<file path="config.mk">
export PLATFORM = sky130hd
export DESIGN_NAME = store_port
export DESIGN_NICKNAME = d
export VERILOG_FILES = /design/src/tbuf_pkg.sv /design/src/store_port.sv
export SDC_FILE = /design/constraint.sdc
export NUM_CORES = 1
export LEC_CHECK = 0
export CAP_MARGIN = 10
export CELL_PAD_IN_SITES_DETAIL_PLACEMENT = 0
export CELL_PAD_IN_SITES_GLOBAL_PLACEMENT = 1
export CORE_MARGIN = 4
export CORE_UTILIZATION = 42
export DETAILED_ROUTE_END_ITERATION = 10
export DONT_BUFFER_PORTS = 1
export PLACE_DENSITY_LB_ADDON = 0.25
export SYNTH_ARGS = -nofsm -noshare
export SYNTH_HDL_FRONTEND = slang
export SYNTH_SLANG_ARGS = --single-unit
</file>
<file path="constraint.sdc">
create_clock -name clk -period 9.9 [get_ports clk]
set_input_delay 0.99 -clock clk [delete_from_list [all_inputs] [get_ports clk]]
set_output_delay 0.99 -clock clk [all_outputs]
set_load 0.02 [all_outputs]
</file>
<file path="src/tbuf_pkg.sv">
// Shared word and thread types, load and store port FSM states
package tbuf_pkg;

  // One memory word
  typedef logic [31:0] data_t;

  // Thread identifier for a two-thread core
  typedef logic [0:0] thread_t;

  // Load port FSM
  typedef enum logic [1:0] {
    LD_IDLE,
    LD_CHECK,
    LD_BUS,
    LD_DONE
  } load_state_e;

  // Store port FSM
  typedef enum logic [2:0] {
    ST_IDLE,
    ST_CHECK,
    ST_BUS,
    ST_ALLOC,
    ST_DONE
  } store_state_e;

endpackage

</file>
<file path="src/store_port.sv">
// Store port FSM with Wishbone write master and CAM allocation after the write
`timescale 1ns/1ps

module store_port #(
  parameter int ADDR_W = 11
) (
  input  logic                clk,
  input  logic                rst,
  input  logic                st_req,
  input  logic [ADDR_W-1:0]   st_addr,
  input  tbuf_pkg::data_t     st_data,
  input  tbuf_pkg::thread_t   st_thread,
  input  logic                cam_free,
  input  logic                wb_ack,
  output logic                st_busy,
  output logic                st_done,
  output logic                st_full,
  output logic [ADDR_W-1:0]   cam_new_addr,
  output tbuf_pkg::thread_t   cam_new_thread,
  output logic                cam_new_en,
  output logic                wb_cyc,
  output logic                wb_stb,
  output logic                wb_we,
  output logic [ADDR_W-1:0]   wb_adr,
  output tbuf_pkg::data_t     wb_dat_w
);

  tbuf_pkg::store_state_e state;
  logic [ADDR_W-1:0]      addr_q;
  tbuf_pkg::data_t        data_q;
  tbuf_pkg::thread_t      thread_q;

  always_ff @(posedge clk) begin
    if (rst) begin
      state <= tbuf_pkg::ST_IDLE;
    end else begin
      case (state)
        tbuf_pkg::ST_IDLE:  if (st_req) state <= tbuf_pkg::ST_CHECK;
        // Full bank ends the store without touching memory
        tbuf_pkg::ST_CHECK: state <= cam_free ? tbuf_pkg::ST_BUS : tbuf_pkg::ST_DONE;
        tbuf_pkg::ST_BUS:   if (wb_ack) state <= tbuf_pkg::ST_ALLOC;
        tbuf_pkg::ST_ALLOC: state <= tbuf_pkg::ST_DONE;
        default:            state <= tbuf_pkg::ST_IDLE;
      endcase
    end
  end

  always_ff @(posedge clk) begin
    if (state == tbuf_pkg::ST_IDLE && st_req) begin
      addr_q   <= st_addr;
      data_q   <= st_data;
      thread_q <= st_thread;
    end
    if (state == tbuf_pkg::ST_CHECK) st_full <= !cam_free;
  end

  assign st_busy = (state != tbuf_pkg::ST_IDLE);
  assign st_done = (state == tbuf_pkg::ST_DONE);

  // CAM sees the latched request; free is reported for this thread's bank
  assign cam_new_addr   = addr_q;
  assign cam_new_thread = thread_q;
  assign cam_new_en     = (state == tbuf_pkg::ST_ALLOC);

  assign wb_cyc   = (state == tbuf_pkg::ST_BUS);
  assign wb_stb   = wb_cyc;
  assign wb_we    = wb_cyc;
  assign wb_adr   = addr_q;
  assign wb_dat_w = data_q;

endmodule

</file>
# Word level (Yosys, flattened, before mapping)
# Cells that the tools add are included.
# word_totals
regBits	48
inputBits	49
output_inout_bits	62
wordCells	20
# op_classes
eq_ne	6
mux	4
n_reduce_logical	5
# ops
cell	count
case mux 3 bit (4 select lines)	1
2-to-1 mux 3 bit	3
equality test 3 x 2 -> 1 bit, second input constant	2
!= test 2 bit, second input constant	2
equality test 3 x 1 -> 1 bit, second input constant	1
equality test 3 bit, second input constant	1
zero test 3 bit	1
nonzero test 3 bit	1
AND reduction 2 bit	1
logical AND 1 bit	1
zero test 1 bit	1

# Depth between registers and ports, before layout
# Gate-level depths: netlist of the first run.
# depth
word_depth	3
depth_mapped	3

# Worst setup path after synthesis of the first run
# OpenSTA, ideal clock, no wires.
# synth_timing
path_kind	input-to-reg
from	in st_req
to	reg addr_q[0], in the netlist cam_new_addr[0] (enable)
setup_time_ps	500
t_arrival_ps	4064
setup_slack_ps	5336
stages	2
path_buffers	0
path_cell_list	nand2b_2 nor3_1
# synth_between
elab_chain_len	1
# synth_rtl
item	line_no	source
start, declared	store_port.sv:9	input logic st_req,
logical AND 1 bit	store_port.sv:49	if (state == tbuf_pkg::ST_IDLE && st_req) begin
end signal, assigned	store_port.sv:50	addr_q <= st_addr;
end, declared	store_port.sv:29	logic [ADDR_W-1:0] addr_q;
# Every way passes these cells.
# A chain may end at the register's enable or synchronous reset.

# Final worst setup path of the first run
# layout_timing
from	reg state[1]
to	out wb_stb
# layout_between
elab_chain_len	1
# layout_rtl
item	line_no	source
start, declared	store_port.sv:28	tbuf_pkg::store_state_e state;
start signal, assigned	store_port.sv:35	state <= tbuf_pkg::ST_IDLE;
start signal, assigned	store_port.sv:38	tbuf_pkg::ST_IDLE: if (st_req) state <= tbuf_pkg::ST_CHECK;
start signal, assigned	store_port.sv:40	tbuf_pkg::ST_CHECK: state <= cam_free ? tbuf_pkg::ST_BUS : tbuf_pkg::ST_DONE;
equality test 3 x 2 -> 1 bit	store_port.sv:65	assign wb_cyc = (state == tbuf_pkg::ST_BUS);
end, declared	store_port.sv:22	output logic wb_stb,
# Every way passes these cells.

==> impl_results.md, run 1 <==
* Setup tns final at 0 ps
* Pre-CTS WS at 7609 ps
* Final setup skew at 5.092 ps
* Critical path class: reg2out
* Top Ports at 111
* Origin of the critical flop-to-flop path: state[1]
* H-tree level count at 2
* Worst hold slack at 556.2 ps
* Post-DR wirelength/cell at 21.64 um
* Cell variety after synth at 14
* Core Region at 3689 sq um
* Clk slew on worst S/H paths at 80 ps
* Final min period at 2607 ps
* M1 wire length at 880 um
* Final ANT Viol Nets at 0
* Final setup vio count at 0
* GRT overflow at 0
* Status: complete, no violations
* First-pass GRT wire length at 3532 um
* Die Span Y at 69.99 um
* Post-synth top area share at 83.72%
* Sequential fraction of the synthesis area at 87.44%
* Synth top area cells: edfxtp_1 (84%), buf_4 (6.0%), dfxtp_1 (3.7%), a2111oi_2 (0.93%), a211oi_1 (0.93%)
* Layout cell share with drive strength beyond 1 at 20.27%
* CP startpoint: state[1]
* R2R setup slack at 8500 ps
* Worst setup SP type: flip-flop
* Worst vdd ir at 0.09126 mV
* RSZ-0062 raised after global routing: false
* Max transition margin at 33.20%
* P_leak at 0.5597 nW
* MaxCap Viol Count at 0
* DR iter-0 viols at 37
* Met2 wire len at 1365 um
* Fillcell total at 327
* Post-DR vias/cell at 5.123
* Syn_nets at 126
* Final wirelength at 2640 um
* Dominant cell type by area after synthesis: edfxtp_1
* HP Class: reg2reg
* Starting density of the core at 43.76%
* Site row count at 22
* Number of CTS-inserted buffers at 5
* Syn Inst Count at 77
* Commonest non-fill, non-tap cell in the layout: edfxtp_1
* Critical path arrival at 1620 ps
* Worst setup EP type: output pin
* Die Span X at 69.99 um
* Pwr dens at 242.3 nW/um^2
* Reg2reg path depth at 3
* Vias at 625
* Worst R2R End: wb_dat_w[27]
* Worst EP required at 8910 ps
* Vias in the first global route at 638
* Initial antenna violation count at 0
* Syn Std Cell Area at 1614 sq um
* Endpoint, Worst Hold: state[0]
* Area occupied by multi-input gates at 107.6 sq um
* Hold Path Depth at 2
* Clk Tree Root Cell: clkbuf_8
* CP Max Fanout at 8
* 1st-pass router iterations at 4
* CTS tree: done
* Port bufs at 0
* Final estimated routing congestion in global placement at 0.7342
* DR top layer: met4
* Register bit total from synthesis at 48
* Clock latency on the worst-skew pair at 290 ps
* Overall Power at 415.0 uW
* Die ar. at 4899 sq um
* Register Area at 1411 sq um
* Final net count at 122
* Most frequent cells in the layout: edfxtp_1 (45), clkbuf_8 (5), dfxtp_1 (3)
* Cts hold-fix bufs at 0
* # DRC at 0
* Setup ws final at 7293 ps
* Clock Path Buffers at 2
* Post-CTS Setup Inserts at 0
* Gr usage total at 9.985%
* Area Overhead vs Synth at 6.124%
* Met3 wire len at 379 um
* CTS Sinks at 48
* FMAX at 383.6 MHz
* Synth Area per Inst at 20.96 sq um
* PostCTS Resize Cnt at 0
* Max-slew violation count at 0
* Post-DP HPWL at 2018 um
* Tcrit/Tclk final at 26.33%
* Worst-margin pin slew at 996.6 ps
* Final hold vios at 0
* Inserted Diodes at 0
* Worst hold start: state[1]
* Warnings from Yosys at 0
* Largest net degree at the start of global routing at 25
==> layer usage <==
metal	vias to the layer above	track usage (%)
met4	0	3.617
met3	4	8.777
met2	68	16.37
li1	266	-
met1	287	8.704
met5	-	0
==> state kept, by name (all words and copies together), names as in the netlist <==
signal	count
cam_new_addr	11
cam_new_thread	1
wb_dat_w	32
state	3
st_full	1
==> area by class of cell <==
| class | instances | area share, % |
|---|---|---|
| timing repair buffer | 2 | 0.8766 |
| sequential | 48 | 82.40 |
| inverter | 2 | 0.4383 |
| multi-input combinational | 14 | 6.282 |
| clock buffer | 5 | 4.018 |
| tap | 48 | 3.506 |
| clock inverter | 3 | 2.484 |
==> logic make-up (layout without fill, tap and decap cells) <==
logic type / after synthesis / in the layout / synth area share (%)
simple gates: 11 / 11 / 4.187
compound gates: 3 / 3 / 1.860
buf+inv: 15 / 12 / 6.512
flops: 48 / 48 / 87.44
==> per-stage QoR <==
stage,utilization (%),instance area (sq um),std cells
after floorplan,-,1614,77
after global placement,43.42,1602,114
after detailed placement,43.42,1602,114
after CTS,46.44,1713,122
after global routing,46.44,1713,122
final,46.44,1713,122
==> critical path, cell delays in order (launching register included) <==
cell and delay [ps]:
dfxtp_1 450, inv_1 120, nor3_2 760
==> report_power, final <==
part	internal, mW	switching [mW]	total (mW)
clock network	0.0747	0.0587	0.133
logic	0.00295	0.00981	0.0128
registers	0.241	0.0279	0.269
==> Yosys cell counts <==
cell type	n
nor2_1	2
nand2b_1	2
a211oi_1	2
or3_2	1
a2111oi_2	1
edfxtp_1	45
dfxtp_1	3
nand2b_2	1
nand3b_1	1
buf_4	13
nand2_2	1
nor3_1	2
inv_1	2
nor3b_1	1
==> how the worst max path moves through the flow <==
stage	endpoint	slack, ps
finish	wb_stb	7290
global route	wb_cyc	7190
CTS	wb_stb	7280
detailed placement	wb_stb	7610
global placement	wb_stb	7630
floorplan	cam_new_addr[0]	5340
(Power assumes the default switching activity.)
==> run 2, diff against run 1 <==
- ABC_AREA: not set -> 1
- CORE_UTILIZATION: 42 -> 41
- clock period: 9.9 -> 2.1 ns (I/O delays scaled with it)
==> impl_results.md, run 2 <==
* Status: complete, no violations (unchanged)
* Clock share of power at 25.3% (was 32.2%)
* First-pass GRT wire length at 4864 um (was 3532 um)
* Sequential fraction of the synthesis area at 86.70% (was 87.44%)
* Core Region at 3744 sq um (was 3689 sq um)
* PostCTS Resize Cnt at 0 (unchanged)
* Clk slew on worst S/H paths at 80 ps (about the same)
* P_leak at 0.7628 nW (was 0.5597 nW)
* Most frequent cells in the layout: edfxtp_1 (45), dlygate4sd3_1 (45), inv_1 (6) (was edfxtp_1 (45), clkbuf_8 (5), dfxtp_1 (3))
* Die Span X at 71.01 um (was 69.99 um)
* Worst hold start: rst (was state[1])
* CTS Sinks at 48 (unchanged)
* Final net count at 176 (was 122)
* Inserted Diodes at 0 (unchanged)
* DR iter-0 viols at 39 (was 37)
* Synth top area cells: edfxtp_1 (83%), buf_4 (6.0%), dfxtp_1 (3.7%), inv_1 (1.4%), nor2_1 (1.2%) (was edfxtp_1 (84%), buf_4 (6.0%), dfxtp_1 (3.7%), a2111oi_2 (0.93%), a211oi_1 (0.93%))
* Clock Path Buffers at 2 (unchanged)
* Clk Tree Root Cell: clkbuf_8 (unchanged)
* Worst setup EP type: flip-flop (was output pin)
* Die Span Y at 71.01 um (was 69.99 um)
* Syn Std Cell Area at 1628 sq um (was 1614 sq um)
* Critical path class: reg2reg (was reg2out)
* Final wirelength at 3334 um (was 2640 um)
* MaxCap Viol Count at 0 (unchanged)
* Ys async rst share at 0% (unchanged)
* Largest net degree at the start of global routing at 28 (was 25)
* Number of synthesized flops with an enable pin at 45 (unchanged)
* RSZ-0062 raised after global routing: false (unchanged)
* Pwr dens at 936.6 nW/um^2 (was 242.3 nW/um^2)
* Top Ports at 111 (unchanged)
* Sw Ratio at 26.91% (was 23.24%)
* FMAX at 644.1 MHz
* Register share of total power at 66.3% (was 64.8%)
* CP cell instances: nor2_4 -> nand2_1 -> nor2_4 -> buf_4 (was inv_1 -> nor3_2)
* Worst EP required at 2060 ps (was 8910 ps)
* CP Max Fanout at 27 (was 8)
* Warnings from Yosys at 0 (unchanged)
* Vias at 827 (was 625)
* Critical path arrival at 1520 ps (was 1620 ps)
* Placed cells at 123 (was 114)
* Layout cell share with drive strength beyond 1 at 10.94% (was 20.27%)
* Post-synth top area share at 83.01% (was 83.72%)
* Origin of the critical flop-to-flop path: state[2] (was state[1])
* Final hold vios at 0 (unchanged)
* Crit-path most repeated cell: nor2_4
* Clock latency on the worst-skew pair at 290 ps (about the same)
* Max FFs per register at 32 (unchanged)
* Syn_nets at 135 (was 126)
* Port bufs at 0 (unchanged)
* Die ar. at 5042 sq um (was 4899 sq um)
* Family with the most delay on the worst path: simple AND/OR/NAND/NOR gates (unchanged)
* Worst vdd ir at 0.4683 mV (was 0.09126 mV)
* H-tree level count at 2 (unchanged)
* Post-DR vias/cell at 4.699 (was 5.123)
* Slowest-stage cell, CP: dfxtp_1 (was nor3_2)
* Overall Power at 2.011 mW (was 415.0 uW)
* Max-slew violation count at 0 (unchanged)
* CP startpoint: state[2] (was state[1])
* Final setup skew at 5.815 ps (was 5.092 ps)
* Gr usage total at 13.24% (was 9.985%)
* Register bit total from synthesis at 48 (unchanged)
* CP max stage delay at 360 ps (was 760 ps)
* GRT overflow at 0 (unchanged)
* Final setup vio count at 0 (unchanged)
* Syn Inst Count at 86 (was 77)
* Int Power at 1.470 mW (was 318.6 uW)
* Commonest cells in the netlist: edfxtp_1 (45), buf_4 (13), inv_1 (6) (was edfxtp_1 (45), buf_4 (13), dfxtp_1 (3))
* Non-Filler Instances at 176 (was 122)
* Vias in the first global route at 905 (was 638)
* Dominant cell type by area after synthesis: edfxtp_1 (unchanged)
* Most frequent cell after synthesis: edfxtp_1 (unchanged)
* Tcrit/Tclk final at 73.93%
* Initial antenna violation count at 0 (unchanged)
* Worst setup SP type: flip-flop (unchanged)
* Sw Pwr at 541.1 uW (was 96.45 uW)
* Max transition margin at 54.94% (was 33.20%)
* Final Util at 57.35% (was 46.44%)
* # DRC at 0 (unchanged)
* Post-DR wirelength/cell at 18.94 um (was 21.64 um)
* Starting density of the core at 43.48% (was 43.76%)
* CTS tree: done (unchanged)
* Setup tns final at 0 ps (unchanged)
* Final ANT Viol Nets at 0 (unchanged)
* Cell variety after synth at 15 (was 14)
* Final instance area at 2147 sq um (was 1713 sq um)
* Worst-margin pin slew at 670.7 ps (was 996.6 ps)
* Post-DP HPWL at 2174 um (was 2018 um)
* HP Class: in2reg (was reg2reg)
* Site row count at 22 (unchanged)
* Crit path buf inv count at 1 (unchanged)
* Main synth FF type: edfxtp_1 (unchanged)
* Area Overhead vs Synth at 31.90% (was 6.124%)
* Final min period at 1553 ps
* Logic gate share of total power at 8.4% (was 3.1%)
* Synth Area per Inst at 18.93 sq um (was 20.96 sq um)
* Final estimated routing congestion in global placement at 0.6438 (was 0.7342)
* Post-DP Area at 1613 sq um (was 1602 sq um)
* Number of CTS-inserted buffers at 5 (unchanged)
* 1st-pass router iterations at 4 (unchanged)
[run 2: changes by cell type in the layout (fill, tap and decap cells not counted), sizes merged, moves of 2 or more]
cell         delta
nand2b          -3
a211oi          -2
nand2           +3
inv             +6
nor2            +5
dlygate4sd3    +45
[run 2: path summary, 6_finish.rpt]
kind              cells after the start            to  slack (ps)
hold / removal                        3      state[0]          60
setup / recovery                      4  wb_dat_w[31]         550
hold reg to reg                       2      state[1]         590
setup reg to reg                      4  wb_dat_w[31]         550
[run 2: power by group through the flow]
stage / logic [mW] / registers (mW) / clock network, mW
2_1_floorplan: 0.130 / 1.31 / 0
3_3_place_gp: 0.0976 / 1.35 / 0
3_5_place_dp: 0.102 / 1.36 / 0
4_1_cts: 0.168 / 1.34 / 0.535
5_1_grt: 0.185 / 1.34 / 0.582
6_report: 0.168 / 1.33 / 0.509
[run 2: cell type report]
type                       count  area, sq um
fill                         319         1597
sequential                    48         1411
clock inverter                 2        11.26
timing repair buffer          47        465.4
multi-input combinational     17        96.34
clock buffer                   6        72.57
inverter                       8        30.03
tap                           48        60.06
[run 2: worst reg2reg max path, cell delays in order, from the launching register on]
cell and delay (ps):
dfxtp_1 360, nor2_4 160, nand2_1 220, nor2_4 150, buf_4 330
[run 2: metrics by stage]
step / hold WS, ps / setup slack, ps
2_1_floorplan: 272.4 / 319.4
3_3_place_gp: 273.4 / 587.5
3_5_place_dp: 275.4 / 546.5
4_1_cts: 0.04570 / 530.8
5_1_grt: 67.18 / 463.6
6_report: 59.25 / 547.4
[run 2: cell families (layout without fill, tap and decap cells)]
kind of cell	after synthesis	after routing	share of synthesized area (%)
buffers and inverters	21	63	7.840
AOI/OAI and AO/OA	2	2	0.8453
and+or+nand+nor	15	15	4.612
DFF	48	48	86.70
[run 2: repair_timing]
action,in CTS,in global routing
setup buffers,0,0
setup endpoints to repair,0,0
hold endpoints to repair,44,2
hold buffers,43,2
[run 2: per-layer routing]
layer	part of all wire, %	global-route usage (%)	routed length, um
met5	0	0	0
met4	1.6	5.846	54
met3	11	7.386	356
met2	54	23.69	1801
met1	34	12.15	1122
