[src/tbuf_pkg.sv]
// Shared word and thread types, load and store port FSM states
package tbuf_pkg;

  // One memory word
  typedef logic [31:0] data_t;

  // Thread identifier for a two-thread core
  typedef logic [0:0] thread_t;

  // Load port FSM
  typedef enum logic [1:0] {
    LD_IDLE,
    LD_CHECK,
    LD_BUS,
    LD_DONE
  } load_state_e;

  // Store port FSM
  typedef enum logic [2:0] {
    ST_IDLE,
    ST_CHECK,
    ST_BUS,
    ST_ALLOC,
    ST_DONE
  } store_state_e;

endpackage

[src/load_port.sv]
// Load port FSM with CAM check, replay and Wishbone read master
`timescale 1ns/1ps

module load_port #(
  parameter int ADDR_W = 11
) (
  input  logic                clk,
  input  logic                rst,
  input  logic                ld_req,
  input  logic [ADDR_W-1:0]   ld_addr,
  input  logic                chk_match,
  input  logic                wb_ack,
  input  tbuf_pkg::data_t     wb_dat_r,
  output logic                ld_busy,
  output logic                ld_done,
  output logic                ld_replay,
  output tbuf_pkg::data_t     ld_data,
  output logic [ADDR_W-1:0]   chk_addr,
  output logic                wb_cyc,
  output logic                wb_stb,
  output logic                wb_we,
  output logic [ADDR_W-1:0]   wb_adr
);

  tbuf_pkg::load_state_e state;
  logic [ADDR_W-1:0]     addr_q;

  always_ff @(posedge clk) begin
    if (rst) begin
      state <= tbuf_pkg::LD_IDLE;
    end else begin
      case (state)
        tbuf_pkg::LD_IDLE:  if (ld_req) state <= tbuf_pkg::LD_CHECK;
        tbuf_pkg::LD_CHECK: state <= chk_match ? tbuf_pkg::LD_DONE : tbuf_pkg::LD_BUS;
        tbuf_pkg::LD_BUS:   if (wb_ack) state <= tbuf_pkg::LD_DONE;
        default:            state <= tbuf_pkg::LD_IDLE;
      endcase
    end
  end

  always_ff @(posedge clk) begin
    if (state == tbuf_pkg::LD_IDLE && ld_req) addr_q <= ld_addr;
    // Live speculative store on this address, memory not read
    if (state == tbuf_pkg::LD_CHECK && chk_match) begin
      ld_replay <= 1'b1;
      ld_data   <= '0;
    end
    if (state == tbuf_pkg::LD_BUS && wb_ack) begin
      ld_replay <= 1'b0;
      ld_data   <= wb_dat_r;
    end
  end

  assign ld_busy  = (state != tbuf_pkg::LD_IDLE);
  assign ld_done  = (state == tbuf_pkg::LD_DONE);
  assign chk_addr = addr_q;

  assign wb_cyc = (state == tbuf_pkg::LD_BUS);
  assign wb_stb = wb_cyc;
  assign wb_we  = 1'b0;
  assign wb_adr = addr_q;

endmodule

[config.mk]
export PLATFORM = sky130hd
export DESIGN_NAME = load_port
export DESIGN_NICKNAME = d
export VERILOG_FILES = /design/src/tbuf_pkg.sv /design/src/load_port.sv
export SDC_FILE = /design/constraint.sdc
export NUM_CORES = 1
export LEC_CHECK = 0
export ABC_CLOCK_PERIOD_IN_PS = 2250
export BUFFER_PORTS_ARGS = -buffer_cell sky130_fd_sc_hd__buf_2
export CORE_UTILIZATION = 35
export DETAILED_ROUTE_END_ITERATION = 6
export PLACE_DENSITY = 0.67
export SKIP_CTS_REPAIR_TIMING = 1
export SLEW_MARGIN = 15
export SYNTH_ARGS = -nofsm -noshare
export SYNTH_HDL_FRONTEND = slang
export SYNTH_SLANG_ARGS = --single-unit
[constraint.sdc]
create_clock -name clk -period 2.25 [get_ports clk]
set_input_delay 0.225 -clock clk [delete_from_list [all_inputs] [get_ports clk]]
set_output_delay 0.225 -clock clk [all_outputs]
set_load 0.02 [all_outputs]
### Word level (Yosys, flattened, before mapping)

Index checks and enable logic that the tools add are counted.

| word-level totals | value |
|---|---|
| bits in registers | 46 |
| output and inout port bits | 60 |
| input port bits | 48 |
| word-level logic and storage cells | 22 |

| cells by class | value |
|---|---|
| equal/unequal tests | 5 |
| muxes and demuxes | 6 |
| reduce and logical (&&, ||, !) cells | 7 |

Operator list:

| operator | number |
|---|---|
| $mux 32 | 2 |
| $pmux 2 s3 | 1 |
| $eq 2x2->1 const B | 2 |
| $mux 2 | 2 |
| $ne 2x2->1 const B | 2 |
| $reduce_bool 2->1 | 2 |
| $logic_and 1x1->1 | 3 |
| $eq 2x1->1 const B | 1 |
| $logic_not 2->1 | 1 |
| $reduce_and 2->1 | 1 |
| $mux 1 | 1 |

### Logic depth before layout (Yosys ltp)

Gate-level depths: netlist of the first run.

| depth | value |
|---|---|
| depth after elaboration | 4 |
| gate-level depth with buffers | 5 |
| mapped depth without buffers | 5 |

### Worst setup path after synthesis of the first run

No wires, ideal clock.

| timing | value |
|---|---|
| path kind | reg2reg |
| from | reg state[0] |
| to | reg ld_data[0] (enable) |
| data arrival time | 1359 ps |
| buffers on the path | 0 |
| required time | 1875 ps |
| stages on the path, launching flop included | 4 |
| library setup time | 375 ps |
| period minus slack after synthesis | 1734 ps |
| path slack | 516 ps |
| cells stage by stage | dfxtp_1 -> inv_1 -> ha_1 -> a22o_2 |

| on the way | value |
|---|---|
| cells in the longest elaborated chain, start to end | 3 |
| elaborated cells between the ends (all ways) | 5 |
| those cells by class | 2 x eq/ne; 3 x reduce/logical |

Ends and longest elaborated chain:

| what | RTL line | source |
|---|---|---|
| start: declaration | load_port.sv:25 | `tbuf_pkg::load_state_e state;` |
| start signal: assignment | load_port.sv:30 | `state <= tbuf_pkg::LD_IDLE;` |
| start signal: assignment | load_port.sv:33 | `tbuf_pkg::LD_IDLE: if (ld_req) state <= tbuf_pkg::LD_CHECK;` |
| start signal: assignment | load_port.sv:34 | `tbuf_pkg::LD_CHECK: state <= chk_match ? tbuf_pkg::LD_DONE : tbuf_pkg::LD_BUS;` |
| $eq 2x2->1 | -- |  |
| named net wb_cyc | load_port.sv:19 | `output logic wb_cyc,` |
| $logic_and 1x1->1 | load_port.sv:48 | `if (state == tbuf_pkg::LD_BUS && wb_ack) begin` |
| $reduce_bool 2->1 (no source line) | -- |  |
| end signal: assignment | load_port.sv:50 | `ld_data <= wb_dat_r;` |
| end: declaration | load_port.sv:17 | `output tbuf_pkg::data_t ld_data,` |

The timed path passes the listed nets, and every way through them passes these cells.
A chain may end at the register's enable or synchronous reset.

### Worst setup path in the final report of the first run

| timing | value |
|---|---|
| from | reg state[0] |
| to | out wb_stb |

| on the way | value |
|---|---|
| cells in the longest elaborated chain, start to end | 1 |

Ends and longest elaborated chain:

| what | RTL line | source |
|---|---|---|
| $eq 2x2->1 | load_port.sv:58 | `assign wb_cyc = (state == tbuf_pkg::LD_BUS);` |
| end: declaration | load_port.sv:20 | `output logic wb_stb,` |

Every way passes these cells.

==> results of run 1 <==
-- worst max-delay path by stage --
stage | start | to | slack, ns | cells after the start
CTS | state[0]$_SDFFE_PP0P_ | wb_stb | 0.43 | 4
global route | state[0]$_SDFFE_PP0P_ | wb_stb | 0.27 | 4
finish | state[0]$_SDFFE_PP0P_ | wb_stb | 0.45 | 4
detailed placement | state[0]$_SDFFE_PP0P_ | ld_data[11]$_SDFFCE_PN0P_ | 0.53 | 4
floorplan | state[0]$_SDFFE_PP0P_ | ld_data[0]$_SDFFCE_PN0P_ | 0.52 | 3
global placement | state[0]$_SDFFE_PP0P_ | ld_data[11]$_SDFFCE_PN0P_ | 0.55 | 4
-- layout by cell type (no fill, tap or decap), types with 3 or more instances in the layout --
cell / instances
buf_2: 106
edfxtp_1: 43
and3_1: 29
clkbuf_8: 5
a21oi_1: 4
ha_1: 4
inv_1: 3
and3_2: 3
dfxtp_1: 3
-- registers in the layout (all words and copies together) (netlist names) --
name	count
ld_data	32
chk_addr	11
state	2
ld_replay	1
-- area by class of cell --
class,count,area (um2)
clock buffer,6,72.6
clock inverter,2,8.76
fill,440,2470
inverter,3,11.3
multi-input combinational,50,340
sequential,46,1350
tap,67,83.8
timing repair buffer,108,546
-- cell usage after synthesis --
library cell  count  area (um2)
a21oi_1           4        20.0
inv_1             3        11.3
clkbuf_1          4        15.0
o21ai_0           2        10.0
and3_1           29         181
a211oi_1          1        7.51
and2_1            1        6.26
or3b_2            1        8.76
and3_2            3        22.5
buf_4            13        97.6
edfxtp_1         43        1290
dfxtp_1           3        60.1
buf_2             2        10.0
nor2b_1           2        12.5
a22o_2            1        10.0
ha_1              4        50.1
conb_1            1        3.75
or4_1             1        7.51
-- logic make-up after synthesis --
group           after synthesis  synth area share, %
flops                        46                 74.0
other cells                   1                0.205
compound gates                8                 2.60
simple gates                 37                 13.1
buf+inv                      22                 7.33
fa+ha+maj                     4                 2.74
-- power groups by stage --
stage | Clock, uW | Combinational [uW] | Sequential, uW
floorplan | 0 | 475 | 1630
global placement | 0 | 1070 | 1340
detailed placement | 0 | 1080 | 1340
CTS | 490 | 1080 | 1330
global route | 539 | 1170 | 1350
finish | 479 | 1060 | 1320
-- through the flow --
step	utilization, %	std cells
5_1_grt	49.5	282
2_1_floorplan	-	118
6_report	49.5	282
3_3_place_gp	47.8	274
3_5_place_dp	47.8	274
4_1_cts	49.5	282
-- per-layer routing --
layer  vias up  track usage, %
met5         -               0
met1       561            16.5
li1        612               -
met4         0            5.03
met2        61            22.4
met3         2            3.93
==> impl_results.md, run 1 <==
* Pint at 1800 uW
* Final Skew at slightly above 0.006 ns
* H-tree Lvls at 2
* Worst skew pair latency at around 0.29 ns
* NetSw at roughly 1100 uW
* RSZ-0062 raised after global routing: false
* Hold Crit Start: rst
* Combinational share of power at 37.1%
* Starting density of the core at 37.4%
* Worst path bufs/invs at 3
* Die area at 5510 um2
* Clock transition at the registers of the reported paths at approximately 0.080 ns
* CORE AREA at around 5000 um2
* Antenna fix cells at 0
* Synthesized area per cell at between 15 and 20 um2
* CP delay by family, top: buffers and inverters
* Post-detail-place hpwl at 2650 um
* First DRT Iteration DRCs at 45
* Leak at 0.00117 uW
* Post-Syn Nets at 170
* R2r startpoint: state[0]$_SDFFE_PP0P_
* Final Net Count at ~270
* Rows at 25
* Final TNS setup at 0 ns
* Share of layout cells above drive strength 1 at between 50 and 60%
* Crit path kind: reg2out
* Hold Path Sink: state[0]$_SDFFE_PP0P_
* Dpl cell area at 2330 um2
* R2r setup slk at 0.51 ns
* Global-route wire length before repair at 5370 um
* Vias at ~1.2k
* Yosys cell types at 18
* I/O Pins at ~110
* GR Overflow Total at 0
* Critical Path End Type: primary output
* WL met3 at about 250 um
* Sink Count at 46
* Smallest setup slack after layout at between 0.4 and 0.5 ns
* Critical-path maximum fanout at 25
* Worst Reg2Reg Path Length in Cells at 5
* Cell Chain, Critical Path: inv_1 -> ha_1 -> buf_4 -> buf_2
* Hold path cells at 2
* Worst-Margin Slew at 0.509 ns
* Initial antenna violation count at 0
* Drt drc at 0
* Largest net degree at the start of global routing at 36
* Worst Setup Start Kind: flip-flop
* CTS Buffer Depth at 2
* Die Span Y at around 74 um
* CTS tree: done
* Final Hold Fails at 0
* Post-route cell area at around 2400 um2
* Crit path required time at 2.03 ns
* Root buffer cell: clkbuf_8
* Hold slack at just under 0.1 ns
* Sequential group share of total power at a little under half
* Status: completed
* Syn-to-layout area delta at 32.2%
* Drt pass-1 iters at 4
* # setup viols final at 0
* Total chip power at roughly 2900 uW
* R2r endpoint: state[0]$_SDFFE_PP0P_
* GPL Wtd Cong at about 0.70
* Maximum VDD drop at between 0.5 and 0.6 mV
* Crit path largest cell delay at between 0.3 and 0.4 ns
* Slew Viols, Final at 0
* Switching share of total power at a little under two fifths
* Max-Cap Viols at 0
* Post-Syn Area at 1830 um2
* Clock network power share at 16.7%
* Sequential fraction of the synthesis area at approximately 74%
* Die Wd at between 70 and 80 um
* Vias in the first global route at approximately 1.1k
* Clock period minus worst slack at roughly 1.8 ns
* Wl on met1 at roughly 1500 um
* Hold WC Path Type: in2reg
* # port buffers at approximately 110
* Fmax at roughly 560 MHz
* Detail Route Antenna Nets at 0
* Top Metal Used: met4
* #FFs+latches synth at 46
* WP data arrival at between 1.5 and 2 ns
* Vias per cell at 4.38
* Total Wirelength at approximately 3600 um
* Final Cycle Share at 80.0%
* Post-DR wirelength/cell at roughly 13 um
* Max stage delay cell, worst path: ha_1
* Worst slew margin at 66.0%
* Synth Instances at about 120
* CTS Buf Count at 5
* YS warnings at 0
* Power Dens Cells at 1190 nW/um2
* WL met2 at around 1900 um
* GRT Total Usage at between 10 and 15%
* Dpl ws at about 0.53 ns
Note: power is estimated with default switching activity, not from simulation.
==> inputs of run 2 (changes only) <==
--- a/config.mk
+++ b/config.mk
@@ -5,11 +5,11 @@
 export SDC_FILE = /design/constraint.sdc
 export NUM_CORES = 1
 export LEC_CHECK = 0
-export ABC_CLOCK_PERIOD_IN_PS = 2250
+export ABC_CLOCK_PERIOD_IN_PS = 1550
 export BUFFER_PORTS_ARGS = -buffer_cell sky130_fd_sc_hd__buf_2
 export CORE_UTILIZATION = 35
 export DETAILED_ROUTE_END_ITERATION = 6
-export PLACE_DENSITY = 0.67
+export PLACE_DENSITY = 0.69
 export SKIP_CTS_REPAIR_TIMING = 1
 export SLEW_MARGIN = 15
 export SYNTH_ARGS = -nofsm -noshare
==> constraint.sdc (replaced) <==
create_clock -name clk -period 1.55 [get_ports clk]
set_input_delay 0.155 -clock clk [delete_from_list [all_inputs] [get_ports clk]]
set_output_delay 0.155 -clock clk [all_outputs]
set_load 0.02 [all_outputs]
==> impl_results.md, run 2 (same netlist as run 1, synthesis figures left out) <==
* Placed Cells at roughly 280
* Slew Viols, Final at 0
* CTS Buf Count at 5
* Most frequent cells in the layout: buf_2, edfxtp_1, and3_1
* Smallest setup slack after layout at roughly 0.082 ns
* CTS Buffer Depth at 2
* Dpl ws at ~0.052 ns
* Total Wirelength at ~3800 um
* Most flops, register: ld_data
* Die Span Y at ~74 um
* Root buffer cell: clkbuf_8
* Critical-path maximum fanout at 4
* # port buffers at around 110
* Power Dens Cells at 1820 nW/um2
* Global-route wire length before repair at between 5000 and 6000 um
* I/O Pins at roughly 110
* Die Wd at roughly 74 um
* Final Hold Fails at 0
* Filler instances at 424
* Clock period minus worst slack at ~1.5 ns
* Detail Route Antenna Nets at 0
* Worst Setup Start Kind: flip-flop
* Sink Count at 46
* Hold slack at between 0.02 and 0.03 ns
* Share of layout cells above drive strength 1 at 57.4%
* Commonest non-fill, non-tap cell in the layout: buf_2
* Critical Path End Type: flip-flop
* GRT Total Usage at between 10% and 20%
* Vias at about 1.3k
* Leak at approximately 0.0012 uW
* Final TNS setup at 0 ns
* Maximum VDD drop at roughly 1.5 mV
* Rows at 25
* Initial antenna violation count at 0
* Crit path kind: reg2reg
* Status: completed
* Starting density of the core at a little under two fifths
* Antenna fix cells at 0
* H-tree Lvls at 2
* WP data arrival at between 1.5 and 2 ns
* Die area at ~5500 um2
* Max reg flops at 32
* GPL Wtd Cong at between 0.8 and 0.9
* Final Net Count at 267
* Post-DR wirelength/cell at roughly 13 um
* Footprint of the multi-input gates at around 360 um2
* First DRT Iteration DRCs at just under 60
* Syn-to-layout area delta at 37.3%
* Vias in the first global route at 1,115
* GR Overflow Total at 0
* CTS tree: done
* Final Skew at roughly 0.006 ns
* CORE AREA at approximately 5000 um2
* Drt drc at 0
* Sequential cell area at ~1400 um2
* Clock transition at the registers of the reported paths at approximately 0.080 ns
* Finished Layout Cells at 283
* Crit path required time at ~1.8 ns
* # setup viols final at 0
* Final Cycle Share at a little over nine tenths
* Post-detail-place hpwl at between 2000 and 3000 um
* Fmax at around 680 MHz
* Hold WC Path Type: in2reg
* Vias per cell at around 4.4
* Drt pass-1 iters at 4
* Largest net degree at the start of global routing at 36
* Worst skew pair latency at slightly below 0.3 ns
* Max-Cap Viols at 0
-- run 2: per-layer routing --
layer / up-vias / part of all wire [%] / global-route usage (%)
li1: 614 / - / -
met1: 587 / 39 / 15.0
met2: 47 / 55 / 23.9
met3: 2 / 5.5 / 3.12
met4: 0 / 0.72 / 5.03
met5: - / 0 / 0
-- run 2: critical path, stage by stage, from the launching register on --
cell     delay [ns]
dfxtp_1        0.34
inv_1          0.09
ha_4           0.19
nor2b_1        0.15
or4_1          0.50
a21oi_1        0.14
-- run 2: path summary, 6_finish.rpt --
path / from / end / slack, ns / cells after the start
setup reg to reg: state[0]$_SDFFE_PP0P_ / state[0]$_SDFFE_PP0P_ / 0.08 / 5
hold reg to reg: ld_replay$_SDFFE_PP0P_ / ld_replay$_SDFFE_PP0P_ / 0.51 / 2
setup / recovery: state[0]$_SDFFE_PP0P_ / state[0]$_SDFFE_PP0P_ / 0.08 / 5
hold / removal: rst / state[1]$_SDFFE_PP0P_ / 0.03 / 2
-- run 2: metrics by stage --
| step | utilization, % | total power (uW) | cell area (um2) |
|---|---|---|---|
| detailed placement | 48.2 | 3530 | 2350 |
| floorplan | - | 3070 | 1840 |
| global placement | 48.2 | 3500 | 2350 |
| global route | 51.4 | 4820 | 2510 |
| finish | 51.4 | 4560 | 2510 |
| CTS | 50.9 | 4550 | 2480 |
-- run 2: power breakdown --
part,internal (uW),switching (uW),total (uW),leakage (uW)
sequential,1820,109,1930,0.000435
combinational,539,1080,1620,0.000707
clock,638,380,1020,0.0000658
-- run 2: layout make-up --
class,instances,share of cell area (%)
Sequential cell,46,54.1
Timing Repair Buffer,109,22.4
Multi-Input combinational cell,50,14.5
Tap cell,67,3.34
Clock buffer,5,2.75
Clock inverter,3,2.55
Inverter,3,0.449
==> inputs of run 3 (changes only) <==
--- a/config.mk
+++ b/config.mk
@@ -9,7 +9,9 @@
 export BUFFER_PORTS_ARGS = -buffer_cell sky130_fd_sc_hd__buf_2
 export CORE_UTILIZATION = 35
 export DETAILED_ROUTE_END_ITERATION = 6
+export GPL_TIMING_DRIVEN = 0
 export PLACE_DENSITY = 0.69
+export REMOVE_ABC_BUFFERS = 1
 export SKIP_CTS_REPAIR_TIMING = 1
 export SLEW_MARGIN = 15
 export SYNTH_ARGS = -nofsm -noshare
==> impl_results.md, run 3 (same netlist as run 1, synthesis figures left out) <==
* WL met2 at between 1500 and 2000 um
* Critical Path End Type: flip-flop
* GRT Total Usage at a little over an eighth
* Leak at about 0.0012 uW
* GPL Wtd Cong at roughly 0.73
* Crit path required time at between 1.5 and 2 ns
* Most flops, register: ld_data
* Post-DR wirelength/cell at 13.8 um
* CORE AREA at approximately 5000 um2
* Maximum VDD drop at 1.05 mV
* Clock network power share at a little over 20%
* Crit path kind: reg2reg
* Pint at slightly below 3000 uW
* Share of layout cells above drive strength 1 at 59.0%
* Sequential group share of total power at a little over two fifths
* Final Skew at between 0.009 and 0.01 ns
* Root buffer cell: clkbuf_8
* CP Depth at 5
* CTS tree: done
* Placed Cells at between 200 and 300
* Power Dens Cells at 1800 nW/um2
* Clock period minus worst slack at between 1.5 and 2 ns
* Initial antenna violation count at 0
* Slew Viols, Final at 0
* Rows at 25
* Wl on met1 at between 1500 and 2000 um
* Largest net degree at the start of global routing at 39
* Max-Cap Viols at 0
* Commonest non-fill, non-tap cell in the layout: buf_2
* First DRT Iteration DRCs at 27
* Crit path largest cell delay at roughly 0.56 ns
* Max stage delay cell, worst path: or4_1
* Worst path bufs/invs at 1
* Total Wirelength at a little under 4000 um
* # setup viols final at 0
* WP data arrival at 1.73 ns
* Global-route wire length before repair at 5340 um
* Sink Count at between 40 and 50
* CTS Buffer Depth at 2
* Worst Reg2Reg Path Length in Cells at 5
* Final Hold Fails at 0
* Detail Route Antenna Nets at 0
* Worst skew pair latency at about 0.30 ns
* H-tree Lvls at 2
* Drt pass-1 iters at 5
* Final TNS setup at 0 ns
* Worst-Margin Slew at between 0.5 and 0.6 ns
* Top Metal Used: met4
* Max reg flops at 32
* GR Overflow Total at 0
* # port buffers at 106
* Die Wd at roughly 74 um
* Vias in the first global route at between 1k and 1.5k
* Cell Chain, Critical Path: inv_2 -> ha_4 -> nor2b_1 -> or4_1 -> a21oi_2
* Filler instances at between 400 and 500
* Starting density of the core at a little under two fifths
* Final Cycle Share at a little under 100%
* CP delay by family, top: simple AND/OR/NAND/NOR gates
* Hold slack at approximately 0.031 ns
* Combinational share of power at 36.8%
* Worst Setup Start Kind: flip-flop
* Hold WC Path Type: in2reg
* Drt drc at 0
* Switching share of total power at around 36%
* Hold path cells at 2
* Critical-path maximum fanout at 8
* Status: completed
* Vias per cell at approximately 4.4
* Syn-to-layout area delta at 36.7%
* Worst slew margin at between 60 and 70%
* Core Util, Final at 51.2%
* I/O Pins at between 100 and 150
* Most frequent cells in the layout: buf_2, edfxtp_1, and3_1
* Clock transition at the registers of the reported paths at about 0.07 ns
* Vias at approximately 1.3k
* Finished Layout Cells at 284
* Final Net Count at between 200 and 300
* Die area at around 5500 um2
* Fmax at around 660 MHz
* WL met3 at 242 um
* Post-detail-place hpwl at roughly 2700 um
* NetSw at ~1600 uW
* Die Span Y at 74.2 um
* Antenna fix cells at 0
* CTS Buf Count at 5
run 3: area by class of cell:
class                           count  area (um2)  share of cell area, %
Tap cell                           67        83.8                   3.36
Clock inverter                      1        30.0                   1.20
Multi-Input combinational cell     50         367                   14.7
Inverter                            3        11.3                  0.451
Timing Repair Buffer              110         564                   22.6
Sequential cell                    46        1350                   54.2
Clock buffer                        7        86.3                   3.46
run 3: path summary, 6_finish.rpt:
check                      endpoint  slack, ns                    from
max           state[0]$_SDFFE_PP0P_       0.04   state[0]$_SDFFE_PP0P_
min           state[0]$_SDFFE_PP0P_       0.03                     rst
max reg2reg   state[0]$_SDFFE_PP0P_       0.04   state[0]$_SDFFE_PP0P_
min reg2reg  ld_replay$_SDFFE_PP0P_       0.51  ld_replay$_SDFFE_PP0P_
run 3: metal layers:
layer	up-vias	track usage [%]
li1	616	-
met1	576	17.1
met2	55	21.4
met3	9	3.12
met4	0	7.55
met5	-	0
run 3: power by group through the flow:
stage	logic (uW)	clock network [uW]	registers (uW)
after floorplan	467	0	2450
after global placement	1530	0	1940
after detailed placement	1540	0	1950
after CTS	1540	926	1930
after global routing	1800	974	1970
final	1660	911	1930
run 3: through the flow:
| step | area [um2] | power [uW] | setup WS (ns) |
|---|---|---|---|
| after floorplan | 1700 | 2920 | -0.642 |
| after global placement | 2320 | 3470 | -0.864 |
| after detailed placement | 2320 | 3490 | -0.897 |
| after CTS | 2430 | 4390 | -0.904 |
| after global routing | 2500 | 4750 | -0.0152 |
| final | 2500 | 4500 | 0.0419 |
